### src/source/icache_pkg.sv
package icache_pkg;

  ////////////////////////////////////////
  // geometry
  ////////////////////////////////////////

  // physical byte address and fetched word
  localparam int ADDR_WIDTH   = 32;
  localparam int FETCH_WIDTH  = 32;
  // one line per refill
  localparam int LINE_WIDTH   = 128;

  // four ways of sixteen sets
  localparam int NUM_WAYS     = 4;
  localparam int WAY_WIDTH    = $clog2(NUM_WAYS);
  localparam int NUM_SETS     = 16;
  localparam int INDEX_WIDTH  = $clog2(NUM_SETS);

  // byte offset inside a line splits into word select and byte-in-word
  localparam int OFFSET_WIDTH   = $clog2(LINE_WIDTH / 8);
  localparam int BYTE_OFF_WIDTH = $clog2(FETCH_WIDTH / 8);
  localparam int WORD_OFF_WIDTH = OFFSET_WIDTH - BYTE_OFF_WIDTH;

  // whatever is left above index and offset
  localparam int TAG_WIDTH    = ADDR_WIDTH - INDEX_WIDTH - OFFSET_WIDTH;

  ////////////////////////////////////////
  // address views
  ////////////////////////////////////////

  // split view used for array indexing and tag compare
  typedef struct packed {
    logic [TAG_WIDTH-1:0]      tag;
    logic [INDEX_WIDTH-1:0]    index;
    logic [WORD_OFF_WIDTH-1:0] word;
    logic [BYTE_OFF_WIDTH-1:0] byte_sel;
  } addr_fields_t;

  // raw view feeds the refill line address
  typedef union packed {
    logic [ADDR_WIDTH-1:0] raw;
    addr_fields_t          fields;
  } fetch_addr_u;

  ////////////////////////////////////////
  // port bundles
  ////////////////////////////////////////

  // core to cache request qualified by ready_o
  typedef struct packed {
    logic        req;
    fetch_addr_u addr;
  } fetch_req_t;

  // single-cycle response strobe from cache to core
  typedef struct packed {
    logic                   valid;
    logic [FETCH_WIDTH-1:0] data;
    fetch_addr_u            addr;
  } fetch_rsp_t;

  // line-aligned refill request without acknowledge
  typedef struct packed {
    logic                  valid;
    logic [ADDR_WIDTH-1:0] addr;
  } refill_req_t;

  // whole line comes back in one beat
  typedef struct packed {
    logic                  valid;
    logic [LINE_WIDTH-1:0] data;
  } refill_rsp_t;

  // one bit per way
  typedef logic [NUM_WAYS-1:0] way_mask_t;

endpackage

### src/source/tag_store.sv
`timescale 1ns/1ps

module tag_store import icache_pkg::*; (
  input  logic                   clk_i,
  input  logic                   rst_ni,
  input  logic                   lookup_i,
  input  logic [INDEX_WIDTH-1:0] index_i,
  input  logic [TAG_WIDTH-1:0]   tag_i,
  input  logic                   write_i,
  input  logic                   clear_i,
  input  way_mask_t              way_sel_i,
  output logic                   hit_o,
  output logic [WAY_WIDTH-1:0]   hit_way_o,
  output way_mask_t              valid_o
);

  // tag per way and set
  logic [TAG_WIDTH-1:0] tag_mem [NUM_WAYS][NUM_SETS];
  // valid bits of all ways with one word per set
  way_mask_t            valid_mem [NUM_SETS];

  // synchronous read data
  logic [TAG_WIDTH-1:0] tag_rd [NUM_WAYS];
  way_mask_t            valid_rd;
  way_mask_t            match;

  ////////////////////////////////////////
  // arrays
  ////////////////////////////////////////

  always_ff @(posedge clk_i) begin
    // flush clears every way of one set
    if (clear_i) begin
      valid_mem[index_i] <= '0;
    end
    // refill sets tag and valid of the victim way
    if (write_i) begin
      for (int w = 0; w < NUM_WAYS; w++) begin
        if (way_sel_i[w]) begin
          tag_mem[w][index_i]   <= tag_i;
          valid_mem[index_i][w] <= 1'b1;
        end
      end
    end
    // all ways read together
    if (lookup_i) begin
      for (int w = 0; w < NUM_WAYS; w++) begin
        tag_rd[w] <= tag_mem[w][index_i];
      end
    end
  end

  // valid read data stays until the next lookup so the victim choice sees it
  always_ff @(posedge clk_i or negedge rst_ni) begin
    if (!rst_ni) begin
      valid_rd <= '0;
    end else if (lookup_i) begin
      valid_rd <= valid_mem[index_i];
    end
  end

  ////////////////////////////////////////
  // compare
  ////////////////////////////////////////

  always_comb begin
    for (int w = 0; w < NUM_WAYS; w++) begin
      match[w] = valid_rd[w] && (tag_rd[w] == tag_i);
    end
  end

  // lowest matching way wins
  always_comb begin
    hit_way_o = '0;
    for (int w = NUM_WAYS - 1; w >= 0; w--) begin
      if (match[w]) begin
        hit_way_o = WAY_WIDTH'(w);
      end
    end
  end

  assign hit_o   = |match;
  assign valid_o = valid_rd;

endmodule

### config.mk
export PLATFORM = sky130hd
export DESIGN_NAME = tag_store
export DESIGN_NICKNAME = d
export VERILOG_FILES = /design/src/source/icache_pkg.sv /design/src/source/tag_store.sv
export SDC_FILE = /design/constraint.sdc
export NUM_CORES = 2
export LEC_CHECK = 0
export BUFFER_PORTS_ARGS = -buffer_cell sky130_fd_sc_hd__buf_2
export CAP_MARGIN = 20
export CORE_UTILIZATION = 50
export DETAILED_ROUTE_END_ITERATION = 7
export PLACE_DENSITY = 0.68
export SYNTH_ARGS = -nofsm -noshare
export SYNTH_HDL_FRONTEND = slang
export SYNTH_SLANG_ARGS = --single-unit
### constraint.sdc
create_clock -name clk_i -period 1.8 [get_ports clk_i]
set_clock_uncertainty 0.15 [all_clocks]
set_input_delay 0.18 -clock clk_i [delete_from_list [all_inputs] [get_ports clk_i]]
set_output_delay 0.18 -clock clk_i [all_outputs]
set_load 0.05 [all_outputs]
# Word level (Yosys, flattened, before mapping)
# Memories as Yosys holds them, arrays and structs flattened. A register that Yosys moved wholly into a read port is not among the register bits.
# Index checks and enable logic that the tools add are counted.
dict set report totals {
  regBits 0
  latchBits 0
  ramBits 1696
  rom_bits 0
  in_bits 37
  output_inout_bits 7
  wordCells 63
  memories 3
}
# name words word_bits read_ports rd_ports_with_merged_regs wr line_no
set memory_table {}
lappend memory_table {tag_mem 4 384 4 0 4 tag_store.sv:18} ;# logic [TAG_WIDTH-1:0] tag_mem [NUM_WAYS][NUM_SETS];
lappend memory_table {tag_rd 4 24 4 0 4 tag_store.sv:23} ;# logic [TAG_WIDTH-1:0] tag_rd [NUM_WAYS];
lappend memory_table {valid_mem 16 4 1 1 1 tag_store.sv:20} ;# way_mask_t valid_mem [NUM_SETS];
dict set report classes {
  add_sub_neg 0
  n_mul 0
  div 0
  n_lt_le_gt_ge 2
  eq_ne 4
  n_shift 0
  muxes 42
  bitwise_logic 5
  reduce_logical 7
}
# cell n
set ops {}
lappend ops {{$mux 384} 4}
lappend ops {{$bmux 24 s4} 4}
lappend ops {{$mux 24} 9}
lappend ops {{$demux 24 s4} 1}
lappend ops {{$eq 24x24->1} 4}
lappend ops {{$mux 1} 20}
lappend ops {{$mux 2} 4}
lappend ops {{$ge 5x5->1 const B} 1}
lappend ops {{$logic_and 1x1->1} 5}
lappend ops {{$lt 5x1->1 const B} 1}
lappend ops {{$not 4->5} 1}
lappend ops {{$or 1x1->1} 4}
lappend ops {{$reduce_or 4->1} 1}
lappend ops {{$logic_not 1->1} 1}

# Depth between registers and ports, before layout
# An unclocked memory read counts as a cell.
dict set report logic_depth {
  word_depth 7
  depth_mapped 7
  depth_no_buf 5
}

# Worst setup path after synthesis
# OpenSTA, ideal clock, no wires.
dict set report synth_timing {
  path_type {input to output}
  from {in tag_i[1]}
  to {out hit_way_o[1]}
  arrival_ps 2626
  required_time_ps 1470
  path_slack_ps -1156
  path_stages 6
  path_buffers 1
  path_cell_list {clkbuf_1 xnor2_1 nand4_1 or4_1 or2_1 a221oi_1}
}
dict set report synth_between {
  elab_chain_len 6
  word_cells_on_any_way 12
}
# element line_no
set synth_lines {}
lappend synth_lines {{start, declared} tag_store.sv:8} ;# input logic [TAG_WIDTH-1:0] tag_i,
lappend synth_lines {{$eq 24x24->1} tag_store.sv:68} ;# match[w] = valid_rd[w] && (tag_rd[w] == tag_i);
lappend synth_lines {{$logic_and 1x1->1} tag_store.sv:68}
lappend synth_lines {{$mux 2 (3 in series)} tag_store.sv:76} ;# if (match[w]) begin
lappend synth_lines {{$mux 2 *} tag_store.sv:76}
lappend synth_lines {{end, declared} tag_store.sv:13} ;# output logic [WAY_WIDTH-1:0] hit_way_o,
# Every way passes the cells marked *; elsewhere a longest branch is shown, timed or not.

==> summary.md <==
| Metric | Value |
|---|---|
| Status | `complete, but fails checks` |
| Violated checks | `setup timing` |
| Fmax | `0.2876 GHz` |
| Drc violations | `0` |
| Most frequent cell after synthesis | `edfxtp_1` |
| Setup violators final | `41` |
| Global-route wire length before repair | `241.0 mm` |
| WHS Path Cells | `3` |
| Number of warning messages in the yosys log | `0` |
| Tcrit/Tclk final | `193.2%` |
| Worst slew pin tran | `1027 ps` |
| DIE AREA | `130900 um2` |
| R2R depth | `2` |
| Synth Cell Area | `64750 um2` |
| Net Count, Synth | `2687` |
| Nets | `3210` |
| TritonCTS clock tree | `yes` |
| Post-synth EDFFs | `1696` |
| Area leader, netlist | `edfxtp_1` |
| Leak Pwr | `24.93 nW` |
| Area grow syn2layout | `20.88%` |
| Cells after Synth | `2650` |
| Via count | `31640` |
| Longest Clk Path Bufs | `3` |
| Total CTS buffers | `165` |
| Routed WL per cell | `34.18 um` |
| Arrival @ worst endpoint | `3150 ps` |
| Area contributors post-synth | `edfxtp_1, mux4_2, xnor2_1, nor2_1, clkbuf_1` |
| Seq/Total Area, Yosys | `78.81%` |
| RSZ-0062 raised after global routing | `true` |
| Max-slew headroom | `31.29%` |
| Clock sink count | `1700` |
| Layout cells sized above 1 | `38.98%` |
| Ys async rst share | `0.2353%` |
| Fin. Hold Viols | `0` |
| Worst VDD drop | `1039 uV` |
| Final core occ | `61.14%` |
| Setup crit end kind | `output port` |
| Htree depth | `4` |
| Cell area power density | `1077 nW/um2` |
| Core Box Area | `128000 um2` |
| Worst hold slack | `39.70 ps` |
| Total Power | `84.27 mW` |
| Number of fill cells in the layout | `8501` |
| Total grt overflow | `0` |
| Worst setup margin | `-1677 ps` |
| Starting DRT DRC Count | `4201` |
| Detailed placement HPWL | `101.4 mm` |
| Pin count of the biggest net entering global routing | `54` |
| IO buf count | `43` |
| Die Width | `361.9 um` |
| Total routed wirelength | `172.2 mm` |
| All-Layer GR Usage | `26.77%` |
| Routability congestion estimate | `0.8589` |
| Antenna violations before repair | `13` |
| Initial core utilization | `50.58%` |
| Multi-input logic area | `13820 um2` |
| Worst hold path class | `in2reg` |
| Clk_lat worst skew | `790 ps` |
| Antenna-violating nets left | `0` |
| Count of cell types in the netlist | `28` |
| Die Span Y | `361.9 um` |
| Max_cap viols | `0` |
| CP Max Fanout | `2` |
| Top Ports | `44` |
| Pre-antenna DRT Iters | `5` |
| Placed cell count | `4684` |
| Top-area cell type share of the netlist area | `78.66%` |
| Data required, critical path | `1470 ps` |
| Register area | `51030 um2` |
| Setup CP Type | `reg2out` |
| Post-synth top flop | `edfxtp_1` |
| Post-synth top cells | `edfxtp_1, mux4_2, nor2_1` |
| DR vias/cell | `6.281` |
| Vias in the first global route | `32460` |
| Mean Syn Cell Area | `24.43 um2` |
| Placement row count | `131` |
| Startpoint Class | `register` |
| Crit path time final | `3477 ps` |
| Worst-path clk slew | `60 ps` |
| Final Slew Violations | `0` |
| Root Driver | `clkbuf_16` |
| Final std cells w/o fill | `5037` |
| #FFs+latches synth | `1700` |
cells by family (layout without fill, tap and decap cells):
kind of cell	count (synthesis)	after routing	synth area share [%]
buffers and inverters	140	794	1.100
multiplexers	500	500	17.32
AO/OA/AOI/OAI	11	11	0.1256
other	0	4	0
XOR/XNOR	96	96	1.299
AND/OR/NAND/NOR	203	203	1.339
flip-flops	1700	1700	78.81
power by group:
| part | leakage, nW | total, mW | switching, mW | internal [mW] |
|---|---|---|---|---|
| clock network | 2.61 | 34.3 | 14.6 | 19.7 |
| logic | 6.99 | 5.36 | 2.96 | 2.41 |
| registers | 15.3 | 44.6 | 0.326 | 44.3 |
| total | 24.9 | 84.3 | 17.9 | 66.4 |
layout by cell type, fill, tap and decap left out, types with 29 or more instances in the layout:
master and count:
buf_12 165, buf_2 31, buf_4 234, clkbuf_1 31, clkbuf_16 171, clkinv_1 34
clkinv_2 29, dlygate4sd3_1 42, edfxtp_1 1696, mux4_2 496, nor2_1 68, nor2_4 66
xnor2_1 79
final timing paths:
| path | start | end | slack [ps] |
|---|---|---|---|
| setup / recovery | tag_rd[2][9] | hit_way_o[1] | -1680 |
| hold / removal | tag_i[0] | tag_mem[0][360] | 40 |
| setup reg to reg | tag_mem[2][270] | tag_rd[2][6] | -230 |
| hold reg to reg | valid_o[1] | valid_o[1] | 480 |
| max in group asynchronous | rst_ni | valid_o[0] | 700 |
| min in group asynchronous | rst_ni | valid_o[3] | 370 |
critical path, stage by stage, from the launching register on:
cell and delay [ps]:
edfxtp_1 410, xnor2_2 280, nand4_1 150, or4_4 550
or2_4 280, a221oi_4 480, buf_12 200
final cells by class:
type	count	share of cell area, %
Timing Repair Buffer	492	7.528
Clock inverter	96	1.202
Multi-Input combinational cell	810	17.66
Sequential cell	1700	65.20
Antenna cell	4	0.01279
Clock buffer	202	5.616
Inverter	4	0.01918
Tap cell	1729	2.764
flip-flops by register name, summed over array words and instances (netlist names):
| name | flops |
|---|---|
| tag_mem | 1536 |
| valid_o | 4 |
| tag_rd | 96 |
| valid_mem | 64 |
layer usage:
layer	track usage [%]	wire, um	up-vias
met4	8.367	5179	4
met3	7.076	19540	297
li1	-	-	12400
met1	37.26	65310	16960
met5	0	33	-
met2	41.79	82120	1967
per-stage QoR:
stage / instance area [um2] / setup slack, ps / setup TNS (ps)
6_report: 78270 / -1677 / -6794
5_1_grt: 78260 / -1753 / -7991
4_1_cts: 78200 / -1709 / -14090
3_5_place_dp: 72180 / -1273 / -667170
3_3_place_gp: 72180 / -1322 / -630220
2_1_floorplan: 65980 / -451.2 / -134220
what timing repair did:
action	CTS	global route
hold buffers	51	0
endpoints found under the setup margin	44	88
setup buffers	0	2
endpoints found under the hold margin	1022	0
gates resized for setup	27	17
pin swaps	6	11
Power figures use the tool's default switching activity.
