## config.mk

```make
export PLATFORM = sky130hd
export DESIGN_NAME = fetch_ctrl
export DESIGN_NICKNAME = d
export VERILOG_FILES = /design/src/source/icache_pkg.sv /design/src/source/fetch_ctrl.sv
export SDC_FILE = /design/constraint.sdc
export NUM_CORES = 1
export LEC_CHECK = 0
export BUFFER_PORTS_ARGS = -buffer_cell sky130_fd_sc_hd__buf_2
export CORE_MARGIN = 1.5
export CORE_UTILIZATION = 44
export CTS_CLUSTER_SIZE = 25
export DETAILED_ROUTE_END_ITERATION = 7
export GPL_TIMING_DRIVEN = 0
export HOLD_SLACK_MARGIN = 0.08
export PLACE_DENSITY = 0.94
export SLEW_MARGIN = 20
export SYNTH_ARGS = -nofsm -noshare
export SYNTH_HDL_FRONTEND = slang
export SYNTH_SLANG_ARGS = --single-unit
```

## constraint.sdc

```tcl
create_clock -name clk_i -period 7.2 [get_ports clk_i]
set_input_delay 0.72 -clock clk_i [delete_from_list [all_inputs] [get_ports clk_i]]
set_output_delay 0.72 -clock clk_i [all_outputs]
set_load 0.005 [all_outputs]
```

## src/source/icache_pkg.sv

```systemverilog
package icache_pkg;

  ////////////////////////////////////////
  // geometry
  ////////////////////////////////////////

  // physical byte address and fetched word
  localparam int ADDR_WIDTH   = 32;
  localparam int FETCH_WIDTH  = 32;
  // one line per refill
  localparam int LINE_WIDTH   = 128;

  // four ways of sixteen sets
  localparam int NUM_WAYS     = 4;
  localparam int WAY_WIDTH    = $clog2(NUM_WAYS);
  localparam int NUM_SETS     = 16;
  localparam int INDEX_WIDTH  = $clog2(NUM_SETS);

  // byte offset inside a line splits into word select and byte-in-word
  localparam int OFFSET_WIDTH   = $clog2(LINE_WIDTH / 8);
  localparam int BYTE_OFF_WIDTH = $clog2(FETCH_WIDTH / 8);
  localparam int WORD_OFF_WIDTH = OFFSET_WIDTH - BYTE_OFF_WIDTH;

  // whatever is left above index and offset
  localparam int TAG_WIDTH    = ADDR_WIDTH - INDEX_WIDTH - OFFSET_WIDTH;

  ////////////////////////////////////////
  // address views
  ////////////////////////////////////////

  // split view used for array indexing and tag compare
  typedef struct packed {
    logic [TAG_WIDTH-1:0]      tag;
    logic [INDEX_WIDTH-1:0]    index;
    logic [WORD_OFF_WIDTH-1:0] word;
    logic [BYTE_OFF_WIDTH-1:0] byte_sel;
  } addr_fields_t;

  // raw view feeds the refill line address
  typedef union packed {
    logic [ADDR_WIDTH-1:0] raw;
    addr_fields_t          fields;
  } fetch_addr_u;

  ////////////////////////////////////////
  // port bundles
  ////////////////////////////////////////

  // core to cache request qualified by ready_o
  typedef struct packed {
    logic        req;
    fetch_addr_u addr;
  } fetch_req_t;

  // single-cycle response strobe from cache to core
  typedef struct packed {
    logic                   valid;
    logic [FETCH_WIDTH-1:0] data;
    fetch_addr_u            addr;
  } fetch_rsp_t;

  // line-aligned refill request without acknowledge
  typedef struct packed {
    logic                  valid;
    logic [ADDR_WIDTH-1:0] addr;
  } refill_req_t;

  // whole line comes back in one beat
  typedef struct packed {
    logic                  valid;
    logic [LINE_WIDTH-1:0] data;
  } refill_rsp_t;

  // one bit per way
  typedef logic [NUM_WAYS-1:0] way_mask_t;

endpackage

```

## src/source/fetch_ctrl.sv

```systemverilog
`timescale 1ns/1ps

module fetch_ctrl import icache_pkg::*; (
  input  logic                      clk_i,
  input  logic                      rst_ni,
  input  fetch_req_t                fetch_req_i,
  input  logic                      flush_i,
  input  logic                      refill_rsp_valid_i,
  input  logic                      hit_i,
  input  way_mask_t                 victim_i,
  output logic                      ready_o,
  output logic                      rsp_valid_o,
  output fetch_addr_u               rsp_addr_o,
  output refill_req_t               refill_req_o,
  output logic                      miss_o,
  output logic                      lookup_o,
  output logic [INDEX_WIDTH-1:0]    index_o,
  output logic [TAG_WIDTH-1:0]      tag_o,
  output logic [WORD_OFF_WIDTH-1:0] offset_o,
  output logic                      write_o,
  output logic                      clear_o,
  output way_mask_t                 way_sel_o,
  output logic                      from_refill_o,
  output logic                      replace_o
);

  typedef enum logic [1:0] {FLUSH, IDLE, READ, MISS} state_e;

  state_e                 state_d, state_q;
  // flush strobe held until the sweep finishes
  logic                   flush_q;
  logic [INDEX_WIDTH-1:0] flush_cnt_q;
  logic                   flush_done;
  // request under lookup or refill
  fetch_addr_u            addr_q;
  // victim picked during READ
  way_mask_t              way_sel_q;

  // last set of the sweep
  assign flush_done = (state_q == FLUSH) && (flush_cnt_q == INDEX_WIDTH'(NUM_SETS - 1));

  ////////////////////////////////////////
  // controller FSM
  ////////////////////////////////////////

  always_comb begin
    state_d            = state_q;
    ready_o            = 1'b0;
    lookup_o           = 1'b0;
    rsp_valid_o        = 1'b0;
    refill_req_o.valid = 1'b0;
    // line-aligned refill address
    refill_req_o.addr  = {addr_q.raw[ADDR_WIDTH-1:OFFSET_WIDTH], {OFFSET_WIDTH{1'b0}}};
    miss_o             = 1'b0;
    write_o            = 1'b0;
    clear_o            = 1'b0;
    unique case (state_q)
      // wipe one set per cycle
      FLUSH: begin
        clear_o = 1'b1;
        if (flush_done) begin
          state_d = IDLE;
        end
      end
      // pending flush wins over a new request
      IDLE: begin
        if (flush_q) begin
          state_d = FLUSH;
        end else begin
          ready_o = 1'b1;
          if (fetch_req_i.req) begin
            lookup_o = 1'b1;
            state_d  = READ;
          end
        end
      end
      // arrays were read at the accepting edge so compare now
      READ: begin
        if (hit_i) begin
          rsp_valid_o = 1'b1;
          state_d     = IDLE;
          if (flush_q) begin
            state_d = FLUSH;
          end else begin
            // next lookup overlaps this response
            ready_o = 1'b1;
            if (fetch_req_i.req) begin
              lookup_o = 1'b1;
              state_d  = READ;
            end
          end
        end else begin
          // single refill that memory always takes
          refill_req_o.valid = 1'b1;
          miss_o             = 1'b1;
          state_d            = MISS;
        end
      end
      // line comes back after a variable delay
      MISS: begin
        if (refill_rsp_valid_i) begin
          rsp_valid_o = 1'b1;
          write_o     = 1'b1;
          state_d     = IDLE;
        end
      end
      default: begin
        state_d = FLUSH;
      end
    endcase
  end

  ////////////////////////////////////////
  // array addressing
  ////////////////////////////////////////

  // sweep index while flushing and held index for the refill write
  // otherwise the index goes straight from the incoming request
  always_comb begin
    unique case (state_q)
      FLUSH:   index_o = flush_cnt_q;
      MISS:    index_o = addr_q.fields.index;
      default: index_o = fetch_req_i.addr.fields.index;
    endcase
  end

  assign tag_o      = addr_q.fields.tag;
  assign offset_o   = addr_q.fields.word;
  assign rsp_addr_o = addr_q;
  assign way_sel_o  = way_sel_q;

  // response word taken from the refill beat while waiting
  assign from_refill_o = (state_q == MISS);

  // each refill write is offered and the LFSR only steps on a full set
  assign replace_o = write_o;

  ////////////////////////////////////////
  // registers
  ////////////////////////////////////////

  always_ff @(posedge clk_i or negedge rst_ni) begin
    if (!rst_ni) begin
      state_q     <= FLUSH;
      flush_q     <= 1'b0;
      flush_cnt_q <= '0;
      way_sel_q   <= '0;
    end else begin
      state_q <= state_d;
      // a strobe on the last sweep cycle stays pending
      flush_q <= (flush_q & ~flush_done) | flush_i;
      if (flush_done) begin
        flush_cnt_q <= '0;
      end else if (state_q == FLUSH) begin
        flush_cnt_q <= flush_cnt_q + 1'b1;
      end
      // victim is stable until the refill lands
      if (state_q == READ) begin
        way_sel_q <= victim_i;
      end
    end
  end

  // request address loaded on accept
  always_ff @(posedge clk_i) begin
    if (lookup_o) begin
      addr_q <= fetch_req_i.addr;
    end
  end

endmodule

```

---- After elaboration in Yosys (flattened, before gate mapping) ----
Index checks and enable logic that the tools add are counted.
storage, ports and cells
  register bits after elaboration ......... 43
  output and inout bits ................... 107
  logic and storage cells ................. 45
cells by class
  $add $sub $neg .......................... 1
  equality and inequality tests ........... 7
  mux-type cells .......................... 25
  bitwise logic cells ..................... 3
  reductions and logical operators ........ 4
operators with widths
  operator               count
  $mux W2                7
  $mux W1                11
  $mux W4                2
  $pmux W2 S4            1
  $pmux W4 S2            1
  $pmux W1 S2            3
  $add A4 B1 Y4 const B  1
  $eq A2 B2 Y1 const B   2
  $eq A4 B4 Y1 const B   1
  $ne A2 B2 Y1 const B   2
  $ne A3 B3 Y1 const B   1
  $reduce_and A3 Y1      1
  $eq A2 B1 Y1 const B   1
  $logic_not A2 Y1       1
  $reduce_bool A2 Y1     1
  $and A1 B1 Y1          1
  $logic_and A1 B1 Y1    1
  $not A1 Y1             1
  $or A1 B1 Y1           1

---- Depth between registers and ports, before layout ----
  depth after elaboration ................. 5
  mapped depth ............................ 6
  mapped depth without buffers ............ 5

---- Least setup slack after synthesis ----
OpenSTA, ideal clock, no wires.
  path type ............................... reg2out
  start ................................... register state_q[0]
  end ..................................... output port lookup_o
  data arrival time ....................... 4419 ps
  required time ........................... 6480 ps
  setup slack ............................. 2061 ps
  stages on the path, launching flop included .. 6
  cells stage by stage .................... dfrtp_1 -> inv_1 -> ha_1 -> clkbuf_1 -> inv_2 -> nor4_1
on the way
  cells in the longest elaborated chain, start to end .. 2
RTL lines
  item                                                 RTL line           source
  from (decl)                                          fetch_ctrl.sv:29   state_e state_d, state_q;
  from (signal assigned)                               fetch_ctrl.sv:149  state_q <= state_d;
  $eq A2 B2 Y1 / $eq A2 B1 Y1 (equally long branches)  fetch_ctrl.sv:57   unique case (state_q)
  $pmux W1 S2 *                                        fetch_ctrl.sv:57
  to (decl)                                            fetch_ctrl.sv:16   output logic lookup_o,
Mark *: on every way between the ends. The rest lies on a longest branch, timed or not.

---- Final worst setup path ----
Ends and elaborated chain as after synthesis.

==> results.md <==
- Final setup viols: 0
- Outcome: finished clean
- Type of origin of the critical path: register
- First-pass GRT wire length: 7334 um
- Clk sinks: 43
- Avg Vias per Cell: 4.475
- Site Rows: 25
- Compound-Gate Fraction of Synth Area: 5.731%
- Cell family with most CP delay: buffers and inverters
- Clk pwr share: 30.5%
- Nets: 374
- Placed cells: 371
- Final Non-Filler Cells: 379
- RR Startpoint: state_q[0]$_DFFE_PN0P_
- CP max stage cell: nor4_2
- Yosys top cell area share: 44.91%
- Vias: 1,696
- Netlist cell types: 29
- Setup TNS: 0 ps
- Fmax: 0.3088 GHz
- Worst ir drop on vdd: 0.0001426 V
- Worst Path Max Fanout: 10
- Switching power: 0.1956 mW
- Worst Clk Skew: 5.420 ps
- Power Dens Cells: 229.4 nW/um2
- Min Tclk post-route: 3239 ps
- CTS buffer count: 5
- CTS H-tree lvls: 2
- Antenna cells: 0
- Sw Share: 27.52%
- Final antenna-violating net count: 0
- Flops & latches, synth: 43
- Post CTS Setup Buffer Count: 0
- Syn. warnings: 0
- Vias in the first global route: 1,533
- Clock tree buffer depth: 2
- DR DRC count: 0
- Core box area: 4692 um2
- Largest net degree at the start of global routing: 14
- Sequential area share after synthesis: 57.78%
- Mapped Avg Cell Area: 12.89 um2
- Worst Hold Class: in2async
- Internal: 0.5151 mW
- Adder-Cell Fraction of Synth Area: 4.678%
- Worst-path cell chain: inv_1, ha_1, clkbuf_1, inv_2, nor4_2, buf_2
- Final Power: 0.7106 mW
- Initial core utilization: 45.60%
- Avg WL per Cell: 13.51 um
- Clock-pin transition on the worst setup and hold timing paths: 80 ps
- Post-route setup slack: 3961 ps
- Share of power burned in registers: 45.2%
- GRT overflow: 0
- Placer Congestion: 0.8240
- Placed Area: 2965 um2
- Crit. End Element: primary output
- CP Data Required Time: 6480 ps
- Comb pwr share: 24.3%
- Synth area leaders: edfxtp_1, buf_4, dfrtp_1, ha_1, mux2_1
- Fraction of layout cells with a size suffix above 1: 67.38%
- Pre-CTS setup slack: 4005 ps
- Main combinational cell family by area after synthesis: buffers and inverters
- Die width: 72.73 um
- CTS root buffer: clkbuf_8
- Dpl hpwl: 4231 um
- Synth Instances: 166
- Synth Area in XOR/XNOR: 0.4094%
- Synth Area in Simple Gates: 4.678%
- Post-synth top area cell: edfxtp_1
- Total GRT Usage: 18.68%
- Path type of the worst setup path: reg2out
- CP bufs+invs: 4
- Mux contribution to synthesized area: 4.035%
- Cell area after synthesis: 2140 um2
- Period utilization: 44.98%
- CTS tree: yes
- PortBufs: 144
- Final Util: 66.03%
- Iter 0 DRT Violations: 54
- Arrival time at the worst endpoint: 2520 ps
- Worst Tran Pin Value: 762.0 ps
- Routed Wire Length: 5121 um
- Launch point of the worst path: state_q[0]$_DFFE_PN0P_
- Hold Slack: 287.7 ps
- Leakage: 1.607 nW
- Max Slew Vio Count: 0
- Max_slew headroom: 48.77%
- # resized after CTS: 0
- Maxcap violations: 0
- Die H: 72.73 um
- I/O pin count: 149
- Post-route design area: 3098 um2
- Cts hold-fix bufs: 0
- Max incr delay on CP: 710 ps
- Clock latency on the worst-skew pair: 290 ps
- Die area: 5290 um2
- Initial antenna violation count: 0
- RSZ-0062 raised after global routing: no
- Area Growth Syn to Fin: 44.80%
- DR pass1 iterations: 4
- Endpoints failing hold: 0
[worst register-to-register path, stage by stage, from the launching register on]
cell and delay [ps]:
dfrtp_1 410, inv_1 140, ha_1 300, clkbuf_1 340, inv_2 80, nor4_2 710, buf_2 350, buf_2 240
buf_2 250
[placed cells by master, fill, tap and decap left out, types with 3 or more instances in the layout]
cell and count:
conb_1 4, mux2i_1 3, inv_1 4, nor2b_1 3
ha_1 8, clkbuf_8 5, o21ai_1 6, clkbuf_1 3
a22oi_1 5, edfxtp_1 32, nand2_1 7, buf_4 60
dfrtp_1 11, buf_2 148, mux2_1 5
[final timing paths]
check | slack, ps | to | cells after the start
min in group clk_i | 490 | way_sel_o[1]$_DFFE_PN0N_ | 1
worst max-delay path | 3960 | lookup_o | 6
max in group asynchronous | 6700 | flush_cnt_q[1]$_DFFE_PN0P_ | 1
worst min-delay path | 290 | state_q[0]$_DFFE_PN0P_ | 1
worst max register to register | 4080 | rsp_addr_o[26]$_DFFE_PP_ | 8
worst min register to register | 490 | way_sel_o[1]$_DFFE_PN0N_ | 1
[logic make-up after synthesis]
family | Yosys count
buffers and inverters | 68
DFF | 43
AOI/OAI and AO/OA | 19
and+or+nand+nor | 18
adders and majority gates | 8
muxes | 8
other | 1
xor gates and xnor gates | 1
[Yosys cell counts]
library cell,number
buf_4,60
and3b_1,1
clkinvlp_2,1
nand3_2,1
nand2_1,7
and2_1,1
mux2i_1,3
a21o_1,1
nor4_1,1
o211ai_1,2
o21ai_1,6
conb_1,1
o21ai_0,1
edfxtp_1,32
nor2b_1,3
nor3_1,1
nand4_1,2
inv_1,4
mux2_1,5
a22oi_1,5
o31ai_1,1
a21oi_1,2
xnor2_1,1
inv_2,1
dfrtp_1,11
a222oi_1,1
nand2b_1,1
clkbuf_1,2
ha_1,8
[power groups by stage]
stage               Combinational (mW)  Sequential [mW]  Clock, mW
floorplan                        0.108            0.322          0
global placement                 0.161            0.324          0
detailed placement               0.173            0.326          0
CTS                              0.174            0.321      0.223
global route                     0.193            0.325      0.232
finish                           0.173            0.321      0.217
[area by class of cell]
type	count	area (um2)
buffer	62	457.9
clock buffer	6	72.57
clock inverter	2	60.06
fill	354	1594
inverter	6	23.77
multi-input combinational	58	439.2
sequential	43	1236
tap	54	67.56
timing repair buffer	148	740.7
[layer usage]
| metal | GRT usage, % | part of all wire [%] |
|---|---|---|
| met4 | 5.660 | 1.1 |
| met2 | 36.39 | 56 |
| met3 | 5.663 | 7.1 |
| met1 | 18.78 | 35 |
| met5 | 0 | 0 |
[state kept, by name, indices dropped and copies added (netlist names)]
name / count
way_sel_o: 4
flush_q: 1
state_q: 2
rsp_addr_o: 32
flush_cnt_q: 4
(Power assumes the default switching activity.)
