--- src/source/icache_pkg.sv ---
package icache_pkg;

  ////////////////////////////////////////
  // geometry
  ////////////////////////////////////////

  // physical byte address and fetched word
  localparam int ADDR_WIDTH   = 32;
  localparam int FETCH_WIDTH  = 32;
  // one line per refill
  localparam int LINE_WIDTH   = 128;

  // four ways of sixteen sets
  localparam int NUM_WAYS     = 4;
  localparam int WAY_WIDTH    = $clog2(NUM_WAYS);
  localparam int NUM_SETS     = 16;
  localparam int INDEX_WIDTH  = $clog2(NUM_SETS);

  // byte offset inside a line splits into word select and byte-in-word
  localparam int OFFSET_WIDTH   = $clog2(LINE_WIDTH / 8);
  localparam int BYTE_OFF_WIDTH = $clog2(FETCH_WIDTH / 8);
  localparam int WORD_OFF_WIDTH = OFFSET_WIDTH - BYTE_OFF_WIDTH;

  // whatever is left above index and offset
  localparam int TAG_WIDTH    = ADDR_WIDTH - INDEX_WIDTH - OFFSET_WIDTH;

  ////////////////////////////////////////
  // address views
  ////////////////////////////////////////

  // split view used for array indexing and tag compare
  typedef struct packed {
    logic [TAG_WIDTH-1:0]      tag;
    logic [INDEX_WIDTH-1:0]    index;
    logic [WORD_OFF_WIDTH-1:0] word;
    logic [BYTE_OFF_WIDTH-1:0] byte_sel;
  } addr_fields_t;

  // raw view feeds the refill line address
  typedef union packed {
    logic [ADDR_WIDTH-1:0] raw;
    addr_fields_t          fields;
  } fetch_addr_u;

  ////////////////////////////////////////
  // port bundles
  ////////////////////////////////////////

  // core to cache request qualified by ready_o
  typedef struct packed {
    logic        req;
    fetch_addr_u addr;
  } fetch_req_t;

  // single-cycle response strobe from cache to core
  typedef struct packed {
    logic                   valid;
    logic [FETCH_WIDTH-1:0] data;
    fetch_addr_u            addr;
  } fetch_rsp_t;

  // line-aligned refill request without acknowledge
  typedef struct packed {
    logic                  valid;
    logic [ADDR_WIDTH-1:0] addr;
  } refill_req_t;

  // whole line comes back in one beat
  typedef struct packed {
    logic                  valid;
    logic [LINE_WIDTH-1:0] data;
  } refill_rsp_t;

  // one bit per way
  typedef logic [NUM_WAYS-1:0] way_mask_t;

endpackage

--- src/source/victim_select.sv ---
`timescale 1ns/1ps

module victim_select import icache_pkg::*; (
  input  logic      clk_i,
  input  logic      rst_ni,
  input  way_mask_t valid_i,
  input  logic      replace_i,
  output way_mask_t victim_o
);

  logic                 all_valid;
  logic [WAY_WIDTH-1:0] inv_way;
  logic [WAY_WIDTH-1:0] repl_way;
  logic [WAY_WIDTH-1:0] lfsr_q;

  assign all_valid = &valid_i;

  // first empty way, lowest index first
  always_comb begin
    inv_way = '0;
    for (int w = NUM_WAYS - 1; w >= 0; w--) begin
      if (!valid_i[w]) begin
        inv_way = WAY_WIDTH'(w);
      end
    end
  end

  ////////////////////////////////////////
  // random replacement
  ////////////////////////////////////////

  // x^2 + x + 1 runs through 01 11 10
  // only steps when a full set loses a line
  always_ff @(posedge clk_i or negedge rst_ni) begin
    if (!rst_ni) begin
      lfsr_q <= WAY_WIDTH'(1);
    end else if (replace_i && all_valid) begin
      lfsr_q <= {lfsr_q[0], lfsr_q[1] ^ lfsr_q[0]};
    end
  end

  assign repl_way = all_valid ? lfsr_q : inv_way;

  // one-hot for the array write enables
  assign victim_o = way_mask_t'(1) << repl_way;

endmodule
--- config.mk ---
export PLATFORM = sky130hd
export DESIGN_NAME = victim_select
export DESIGN_NICKNAME = d
export VERILOG_FILES = /design/src/source/icache_pkg.sv /design/src/source/victim_select.sv
export SDC_FILE = /design/constraint.sdc
export NUM_CORES = 1
export LEC_CHECK = 0
export CAP_MARGIN = 20
export CORE_AREA = 8 8 45 47
export CTS_BUF_LIST = sky130_fd_sc_hd__clkbuf_8
export DETAILED_ROUTE_END_ITERATION = 10
export DIE_AREA = 0 0 53 55
export DONT_BUFFER_PORTS = 1
export GPL_TIMING_DRIVEN = 0
export SLEW_MARGIN = 20
export SYNTH_ARGS = -nofsm -noshare
export SYNTH_HDL_FRONTEND = slang
export SYNTH_SLANG_ARGS = --single-unit
--- constraint.sdc ---
create_clock -name clk_i -period 1.3 [get_ports clk_i]
set_clock_uncertainty 0.2 [all_clocks]
set_input_delay 0.13 -clock clk_i [delete_from_list [all_inputs] [get_ports clk_i]]
set_output_delay 0.13 -clock clk_i [all_outputs]
set_load 0.005 [all_outputs]
After elaboration in Yosys (flattened, before gate mapping). Index checks and enable logic that the tools add are counted.

Register bits: 2. Logic and storage cells: 10. Input bits: 7.

Shifts and indexed selects: 1. Mux-type cells: 5. Reduce and logical (&&, ||, !) cells: 2. Bitwise operators: 1.

Operator list (count): 2-bit two-way mux (5); 4-bit AND reduction (1); 1-bit by 2-bit << shifter with 4-bit output, first input constant (1); 1-bit logical AND (1); 1-bit XOR (1).

Logic depth before layout (Yosys ltp). Gate-level depths: netlist of the first run.

Word-level depth: 6. Depth in mapped cells: 3. Depth with buffers taken out: 3.

Worst setup path after synthesis of the first run. OpenSTA, ideal clock, no wires.

Kind: register to output. From: reg lfsr_q[0]. To: out victim_o[1]. Path buffers: 0. Cell stages (with the launch flop): 3. Path slack: 0.132 ns. Arrival: 0.838 ns. Data required time: 0.970 ns. Cell sequence: dfstp_2 > nand4b_1 > a21boi_0.

Word-level cells in the longest chain between the ends: 2.

RTL lines: start, declared (RTL line victim_select.sv:14) `logic [WAY_WIDTH-1:0] lfsr_q;`; start signal, assigned (RTL line victim_select.sv:38) `lfsr_q <= {lfsr_q[0], lfsr_q[1] ^ lfsr_q[0]};`; 2-bit two-way mux (RTL line victim_select.sv:42) `assign repl_way = all_valid ? lfsr_q : inv_way;`; 1-bit by 2-bit << shifter with 4-bit output (RTL line victim_select.sv:45) `assign victim_o = way_mask_t'(1) << repl_way;`; end, declared (RTL line victim_select.sv:8) `output way_mask_t victim_o`.

Every way passes these cells.

Worst setup path in the final report of the first run.
From: reg lfsr_q[0]. To: out victim_o[2].

The elaborated chain is that of the path after synthesis.

==> run metrics, run 1 <==
status=complete, but fails checks; failing checks=negative setup slack; Port Buffers=0; mean post-synth cell area=8.828 µm²; Pwr Total=between 0.3 and 0.4 mW; Synth top area share=16.54%; IO Count=11; Die Span X=between 50 and 60 µm; via-per-instance ratio=~4.4; crit path from=lfsr_q[0]; first-pass GRT wire length=~970 µm; Place WS=~0.037 ns; Post-Syn Instances=18; register area share after synthesis=roughly a third; synthesized area=between 150 and 200 µm²; final hold vios=0; worst setup margin=-0.08620 ns; vias in the first global route=238; Final Net Count=35; reg2reg path depth=2; GRT Resource Usage Total=under 10%; commonest non-fill, non-tap cells in the layout=dlygate4sd3_1 (4), nand2_1 (3), clkbuf_8 (3); R2R Setup Slk=roughly 0.21 ns; # diodes=0; leading area contributor after synthesis=dfstp_2; yosys synthesis warning count=0; drt total wl=roughly 570 µm; Congestion Overflow GR=0; worst r2r dst=lfsr_q[1]; Arrival @ worst endpoint=between 1 and 1.5 ns; Biggest register=lfsr_q; Die ar.=a little under 3000 µm²; period utilisation layout=106.6%; row count=14; library cells used by synthesis=15; maxcap violations=0; CP Capture Type=output port; Setup-failing EPs final=4; clock latency on the worst-skew pair=around 0.22 ns; initial antenna violation count=0; Worst Tran Pin Value=between 0.3 and 0.4 ns; count leader, synth=nand2_1; Async SR Flop Fraction=between 90% and 100%; WL per Instance=between 10 and 15 µm; synth cell count leaders=nand2_1 (3), and3_1 (2); Yosys reg bits=2; vias=about 190; Setup crit end=victim_o[2]; Detail Placement HPWL=372.9 µm; drt drc=0; Slew Viols, Final=0; CTS Buffer Depth=2; slew margin rel.=between 70% and 80%; gpl congestion=0.5504; area grow syn2layout=81.10%; CP Data Required Time=0.97 ns; main area contributors after synthesis=dfstp_2 (17%), dfrtp_1 (16%), mux2_4 (9.4%), and3_1 (7.9%), nand2_1 (7.1%); Core Area=about 1400 µm²; Sinks on Clock Net=2; sequential cell area=~53 µm²; Worst Setup Start Kind=flip-flop; post-route cell area=roughly 290 µm²; leakage=~0.12 nW; CTS clock-pin slew for the worst setup and hold paths=around 0.03 ns; H-tree depth=1; crit path kind=flip-flop to output port; most common cell after layout, fill and taps aside=dlygate4sd3_1; layout cells sized above 1=40.74%; Worst R2R Start=lfsr_q[0]; Largest register FFs=2; hold depth=3; Starting DRT DRC Count=8; crit-path max FO=5; CTS Buf Count=3; Peak Freq=between 700 and 800 MHz; Die H=55 µm; largest net degree at the start of global routing=7; CTS root buf=clkbuf_8; Routed Antenna Nets=0; Hold Path Class=input pin to flip-flop; Tmin final=between 1 and 1.5 ns; Post-synth EDFFs=0; Top Registers=lfsr_q x2; peak supply drop=roughly 0.16 mV; first-pass detailed-route iteration total=4; RSZ-0062 raised after global routing=yes; Top FF cell, synth=dfstp_2; Fillers=between 150 and 200; hold path startpoint=valid_i[3]; non-filler cells, final=between 40 and 50; Initial Utilization=11.48%; area post-placement=roughly 180 µm²; Net Count, Synth=25; footprint of the multi-input gates=around 120 µm²; placed cells=34; cell area power density=about 1200 nW/µm²; CTS tree=done
-- worst max-delay path, stage by stage (launching register included) --
cell and delay, ns:
dfstp_2 0.56, o21ai_0 0.10, and3_1 0.19
-- what timing repair did --
item | in CTS | in global routing
hold buffers | 4 | 0
pin swaps | 3 | 1
endpoints found under the setup margin | 4 | 4
endpoints found under the hold margin | 4 | 0
resized for setup | 5 | 0
buffers inserted | 1 | 0
-- layout make-up --
class / count / share of cell area [%]
multi-input combinational: 15 / 41.30
sequential: 2 / 18.26
timing repair buffer: 5 / 16.52
clock buffer: 3 / 14.35
tap: 16 / 6.957
clock inverter: 1 / 1.304
inverter: 1 / 1.304
-- per-layer routing --
metal  up-vias  GRT usage, %  wire (µm)
met3         4         1.604         62
met2        12         7.422        259
met4         0         7.759         40
met1        88         4.091        204
met5         -             0          0
li1         85             -          -
-- power by group --
| part | internal (mW) | leakage (nW) | switching, mW |
|---|---|---|---|
| sequential | 0.0628 | 0.0226 | 0 |
| clock | 0.201 | 0.0269 | 0.0583 |
| combinational | 0.0152 | 0.0665 | 0.0107 |
-- per-stage QoR --
stage	hold slack (ns)	TNS, ns	util [%]
after global routing	0.06649	-0.4564	20.80
after detailed placement	-0.3655	0	12.93
after floorplan	-0.3656	0	-
after global placement	-0.3655	0	12.93
final	0.04505	-0.2393	20.80
after CTS	0.04344	-0.2537	20.80
-- cells by family (layout without fill, tap and decap cells) --
logic type      count (synthesis)  count (layout)  synth area share (%)
mux                             1               1                 9.446
simple gates                    9               9                 33.86
buf+inv                         1              10                 2.360
xor+xnor                        1               1                 5.513
flops                           2               2                 32.28
compound gates                  4               4                 16.53
-- how the worst min path moves through the flow --
stage	slack, ns	endpoint
6_report	0.05	lfsr_q[0]
5_1_grt	0.07	lfsr_q[0]
4_1_cts	0.04	lfsr_q[0]
3_5_place_dp	-0.37	lfsr_q[1]
3_3_place_gp	-0.37	lfsr_q[1]
2_1_floorplan	-0.37	lfsr_q[1]
Power figures use the tool's default switching activity.
==> run 2: changes to the inputs <==
--- a/constraint.sdc
+++ b/constraint.sdc
@@ -3,3 +3,3 @@
 set_input_delay 0.13 -clock clk_i [delete_from_list [all_inputs] [get_ports clk_i]]
 set_output_delay 0.13 -clock clk_i [all_outputs]
-set_load 0.005 [all_outputs]
+set_load 0.02 [all_outputs]
==> run 2 against run 1 <==
Net effect: final cell count grew 4.7%; non-clock buffer count is 2 higher; global-route usage about the same; the run still ends with negative setup slack left; critical endpoint is now victim_o[0]; clock power down 3%; largest cell class unchanged.
==> run metrics, run 2 (synthesis gave the netlist of run 1 again) <==
maxcap violations=0 (unchanged); gpl congestion=0.6709 (+22%); crit path kind=flip-flop to output port; clock share of power=71.2% (-3.3 points); hold depth=3 (unchanged); Final Net Count=37 (+5.7%); period utilisation layout=113.9% (+7.3 points); status=complete, but fails checks; worst r2r dst=lfsr_q[1]; Fillers=159 (+1.3%); largest net degree at the start of global routing=6 (-1); Crit-path slowest cell=o41ai_4; reg2reg path depth=3 (+1); crit-path max FO=4 (-1); Worst R2R Start=lfsr_q[0]; first-pass detailed-route iteration total=2 (-2); Sw Ratio=19.93% (+0.075 points); GRT Resource Usage Total=4.809% (-0.049 points); H-tree depth=1 (unchanged); Core Area=1384 µm² (unchanged); peak supply drop=0.2223 mV (+41%); Starting DRT DRC Count=6 (-2); Peak Freq=675.3 MHz (-6.4%); drt drc=0 (unchanged); hold_ws=0.05217 ns (+0.007120 ns); Port Buffers=0 (unchanged); drt total wl=604 µm (+6.5%); CP Data Required Time=0.97 ns (about the same); hold endpoint=lfsr_q[0]; Die H=55 µm (unchanged); vias=183 (-3.2%); CP Buf/Inv Count=1 (+1); CTS Buffer Depth=2 (unchanged); Internal=0.2832 mW (+1.7%); CP Capture Type=output port; most common cell after layout, fill and taps aside=dlygate4sd3_1; area grow syn2layout=112.6%; cell area power density=1047 nW/µm² (-13%); Combinational Power Share=11.1% (+3.7 points); # diodes=0 (unchanged); Psw=0.07050 mW (+2.1%); Tmin final=1.481 ns (+0.09467 ns); Die Span X=53 µm (unchanged); Setup-failing EPs final=4 (unchanged); Die ar.=2915 µm² (unchanged); via-per-instance ratio=4.067 (-7.5%); Biggest register=lfsr_q; final hold vios=0 (unchanged); Largest register FFs=2 (unchanged); Initial Utilization=11.48% (unchanged); Arrival @ worst endpoint=1.15 ns (+0.09 ns); clock latency on the worst-skew pair=0.21 ns (about the same); Hold Path Class=input pin to flip-flop; hold path startpoint=valid_i[3]; vias in the first global route=222 (-6.7%); IO Count=11 (unchanged); CP Cell Sequence=buf_6, o41ai_4; CTS Buf Count=3 (unchanged); worst setup margin=-0.1809 ns (-0.09467 ns); cell family with most CP delay=compound AO/OA/AOI/OAI gates; failing checks=negative setup slack; fin util=24.41% (+3.6 points); commonest non-fill, non-tap cells in the layout=dlygate4sd3_1 (4), nand2_1 (3), clkbuf_8 (3); CTS clock-pin slew for the worst setup and hold paths=0.03 ns (about the same); R2R Setup Slk=0.10 ns (-0.11 ns); Slew Viols, Final=0 (unchanged); Sinks on Clock Net=2 (unchanged); Seq pwr share=17.8% (-0.3 points); row count=14 (unchanged); crit-path max cell delay=0.44 ns (-0.12 ns); leakage=0.1326 nW (+14%); first-pass GRT wire length=1.000 mm (+3.5%); Worst Setup Start Kind=flip-flop; slew margin rel.=70.32% (-9.2 points); Congestion Overflow GR=0 (unchanged); Worst Tran Pin Value=0.4436 ns (+0.1401 ns); Top Registers=lfsr_q x2; layout cells sized above 1=48.28% (+7.5 points); WL per Instance=13.42 µm (+1.8%); Routed Antenna Nets=0 (unchanged); CTS tree=done; initial antenna violation count=0 (unchanged); CTS root buf=clkbuf_8; RSZ-0062 raised after global routing=yes
-- run 2: changes by cell type in the layout (fill, tap and decap cells not counted), sizes merged --
| cell | delta |
|---|---|
| buf | +2 |
-- run 2: what timing repair did --
item | in CTS | in global routing
hold buffers | 4 | 0
pin swaps | 3 | 0
resized for setup | 6 | 1
endpoints found under the setup margin | 4 | 4
hold endpoints to repair | 4 | 0
setup buffers | 3 | 0
-- run 2: area by class of cell --
class | count | area (µm²) | share of cell area [%]
Multi-Input combinational cell | 15 | 150.1 | 44.44
Timing Repair Buffer | 7 | 66.31 | 19.63
Sequential cell | 2 | 52.55 | 15.56
Clock buffer | 3 | 41.29 | 12.22
Tap cell | 16 | 20.02 | 5.926
Clock inverter | 1 | 3.754 | 1.111
Inverter | 1 | 3.754 | 1.111
-- run 2: routing by layer --
| layer | global-route usage (%) | vias to the layer above | share of wire (%) |
|---|---|---|---|
| li1 | - | 91 | - |
| met3 | 1.872 | 0 | 6.8 |
| met4 | 5.172 | 0 | 0 |
| met1 | 5.015 | 87 | 42 |
| met5 | 0 | - | 0 |
| met2 | 7.031 | 5 | 51 |
-- run 2: worst max-delay path by stage --
stage,endpoint,startpoint,depth (start not counted),slack (ns)
2_1_floorplan,victim_o[0],lfsr_q[1],1,-0.006
3_3_place_gp,victim_o[0],lfsr_q[1],1,-0.10
3_5_place_dp,victim_o[0],lfsr_q[1],1,-0.11
4_1_cts,victim_o[1],lfsr_q[0],2,-0.20
5_1_grt,victim_o[1],lfsr_q[0],2,-0.24
6_report,victim_o[0],lfsr_q[0],2,-0.18
-- run 2: power groups by stage --
stage	Sequential, mW	Combinational, mW	Clock [mW]
5_1_grt	0.0628	0.0423	0.271
4_1_cts	0.0628	0.0381	0.262
3_5_place_dp	0.0634	0.0207	0
6_report	0.0628	0.0392	0.252
2_1_floorplan	0.0634	0.0185	0
3_3_place_gp	0.0634	0.0204	0
-- run 2: worst min-delay path, cell delays in order --
cell,delay (ns)
and3_1,0.15
nand4_1,0.11
xnor2_1,0.06
-- run 2: stage by stage --
stage	power (mW)	area, µm²	TNS [ns]	worst slack [ns]	std cells
6_report	0.3537	337.8	-0.5639	-0.1809	45
5_1_grt	0.3766	337.8	-0.7578	-0.2449	45
4_1_cts	0.3625	330.3	-0.6071	-0.2045	45
3_5_place_dp	0.08410	193.9	-0.1316	-0.1052	34
3_3_place_gp	0.08382	193.9	-0.1250	-0.1015	34
2_1_floorplan	0.08190	173.9	-0.006241	-0.006241	18
==> run 3: changes to the inputs <==
Settings changed: SETUP_SLACK_MARGIN set to 0.5.
==> run 3 against run 2 <==
Net effect: the run ends with negative hold slack, negative setup slack left; global-route usage up 0.33 points; register-to-register slack gained 0.02 ns; combinational power is 29% lower; critical path type unchanged; largest cell class unchanged; highest routed layer is now met4.
==> run metrics, run 3 (synthesis gave the netlist of run 1 again) <==
status=complete, but fails checks; RSZ-0062 raised after global routing=yes; Biggest register=lfsr_q; Congestion Overflow GR=0 (unchanged); Peak Freq=670.5 MHz (-0.71%); footprint of the multi-input gates=150.1 µm² (unchanged); worst r2r dst=lfsr_q[1]; Initial Utilization=11.48% (unchanged); layout cells sized above 1=57.69% (+9.4 points); post-route cell area=315.3 µm² (-6.7%); CTS tree=done; Routed Antenna Nets=0 (unchanged); H-tree depth=1 (unchanged); Place WS=-0.03444 ns (+0.07076 ns); Crit-path slowest cell=dfstp_2; hold_ws=-0.1049 ns (-0.1571 ns); fin util=22.78% (-1.6 points); Slew Viols, Final=0 (unchanged); via-per-instance ratio=4.143 (+1.9%); setup TNS=-0.5458 ns (+0.01811 ns); area post-placement=217.7 µm² (+12%); CP Data Required Time=0.97 ns (about the same); hold_buf cts=1 (-3); Setup crit end=victim_o[1]; CP Capture Type=output port; Hold Path Class=input pin to flip-flop; maxcap violations=0 (unchanged); clock latency on the worst-skew pair=0.22 ns (about the same); Die H=55 µm (unchanged); # diodes=0 (unchanged); CTS Buffer Depth=2 (unchanged); gpl congestion=0.5691 (-15%); failing checks=negative hold slack, negative setup slack; Port Buffers=0 (unchanged); Worst Setup Start Kind=flip-flop; initial antenna violation count=0 (unchanged); crit-path max FO=4 (unchanged); drt drc=0 (unchanged); Tmin final=1.491 ns (+0.01061 ns); slew margin rel.=70.85% (+0.52 points); Final Net Count=34 (-8.1%); vias=174 (-4.9%); final hold vios=3 (+3); row count=14 (unchanged); Arrival @ worst endpoint=1.16 ns (about the same); Die Span X=53 µm (unchanged); R2R Setup Slk=0.12 ns (+0.02 ns); first-pass detailed-route iteration total=3 (+1); Die ar.=2915 µm² (unchanged); Setup-failing EPs final=4 (unchanged); IO Count=11 (unchanged); CTS root buf=clkbuf_8; Starting DRT DRC Count=1 (-5); GRT Resource Usage Total=5.137% (+0.33 points); commonest non-fill, non-tap cells in the layout=nand2_1 (3), clkbuf_8 (3), buf_6 (3); Largest register FFs=2 (unchanged); peak supply drop=0.2161 mV (-2.8%); crit-path max cell delay=0.55 ns (+0.11 ns); Worst Tran Pin Value=0.4358 ns (-0.007811 ns); reg2reg path depth=3 (unchanged); Fillers=154 (-3.1%); CP Cell Sequence=nand4b_1, a21boi_2; leakage=0.1259 nW (-5.1%); vias in the first global route=217 (-2.3%); Top Registers=lfsr_q x2; Sinks on Clock Net=2 (unchanged); Core Area=1384 µm² (unchanged); CTS clock-pin slew for the worst setup and hold paths=0.03 ns (about the same); sequential cell area=52.55 µm² (unchanged); drt total wl=574 µm (-5.0%); Worst R2R Start=lfsr_q[0]; period utilisation layout=114.7% (+0.82 points); crit path from=lfsr_q[0]; crit path kind=flip-flop to output port; first-pass GRT wire length=986 µm (-1.4%); area grow syn2layout=98.43%; worst setup margin=-0.1915 ns (-0.01061 ns); WL per Instance=13.67 µm (+1.8%); CTS Buf Count=3 (unchanged); cell area power density=1108 nW/µm² (+5.8%); largest net degree at the start of global routing=7 (+1)
[run 3: layout make-up]
type	count	share of cell area [%]
Multi-Input combinational cell	15	47.62
Sequential cell	2	16.67
Timing Repair Buffer	4	13.89
Clock buffer	3	13.10
Tap cell	16	6.349
Clock inverter	1	1.190
Inverter	1	1.190
[run 3: worst min path at each step]
stage                from        end  slack [ns]  depth (start not counted)
2_1_floorplan      rst_ni  lfsr_q[1]       -0.37                          0
3_3_place_gp       rst_ni  lfsr_q[1]       -0.37                          0
3_5_place_dp       rst_ni  lfsr_q[1]       -0.37                          0
4_1_cts        valid_i[1]  lfsr_q[0]       -0.09                          2
5_1_grt        valid_i[1]  lfsr_q[0]       -0.09                          2
6_report       valid_i[1]  lfsr_q[0]       -0.10                          2
[run 3: timing repair]
action | 4_1_cts | 5_1_grt
setup buffers | 3 | 0
pin swaps | 1 | 4
resized for setup | 4 | 1
endpoints found under the setup margin | 6 | 6
hold endpoints to repair | 4 | 3
[run 3: where the power goes]
group	switching (mW)	internal (mW)
logic	0.0152	0.0126
clock network	0.0580	0.201
registers	0	0.0628
[run 3: per-stage QoR]
stage	instances	power (mW)
final	42	0.3492
after global routing	42	0.3720
after CTS	42	0.3547
after detailed placement	34	0.08842
after global placement	34	0.08837
after floorplan	18	0.08683
[run 3: metal layers]
layer,vias up,global-route usage [%],wire length [µm]
met4,0,6.466,25
li1,83,-,-
met3,3,4.278,74
met5,-,0,0
met2,8,7.422,282
met1,80,3.799,192
[run 3: critical path: cells and delay by family, from the launching register on]
kind            cells  cell delay, ns
compound gates      1            0.28
simple gates        1            0.11
flops               1            0.55
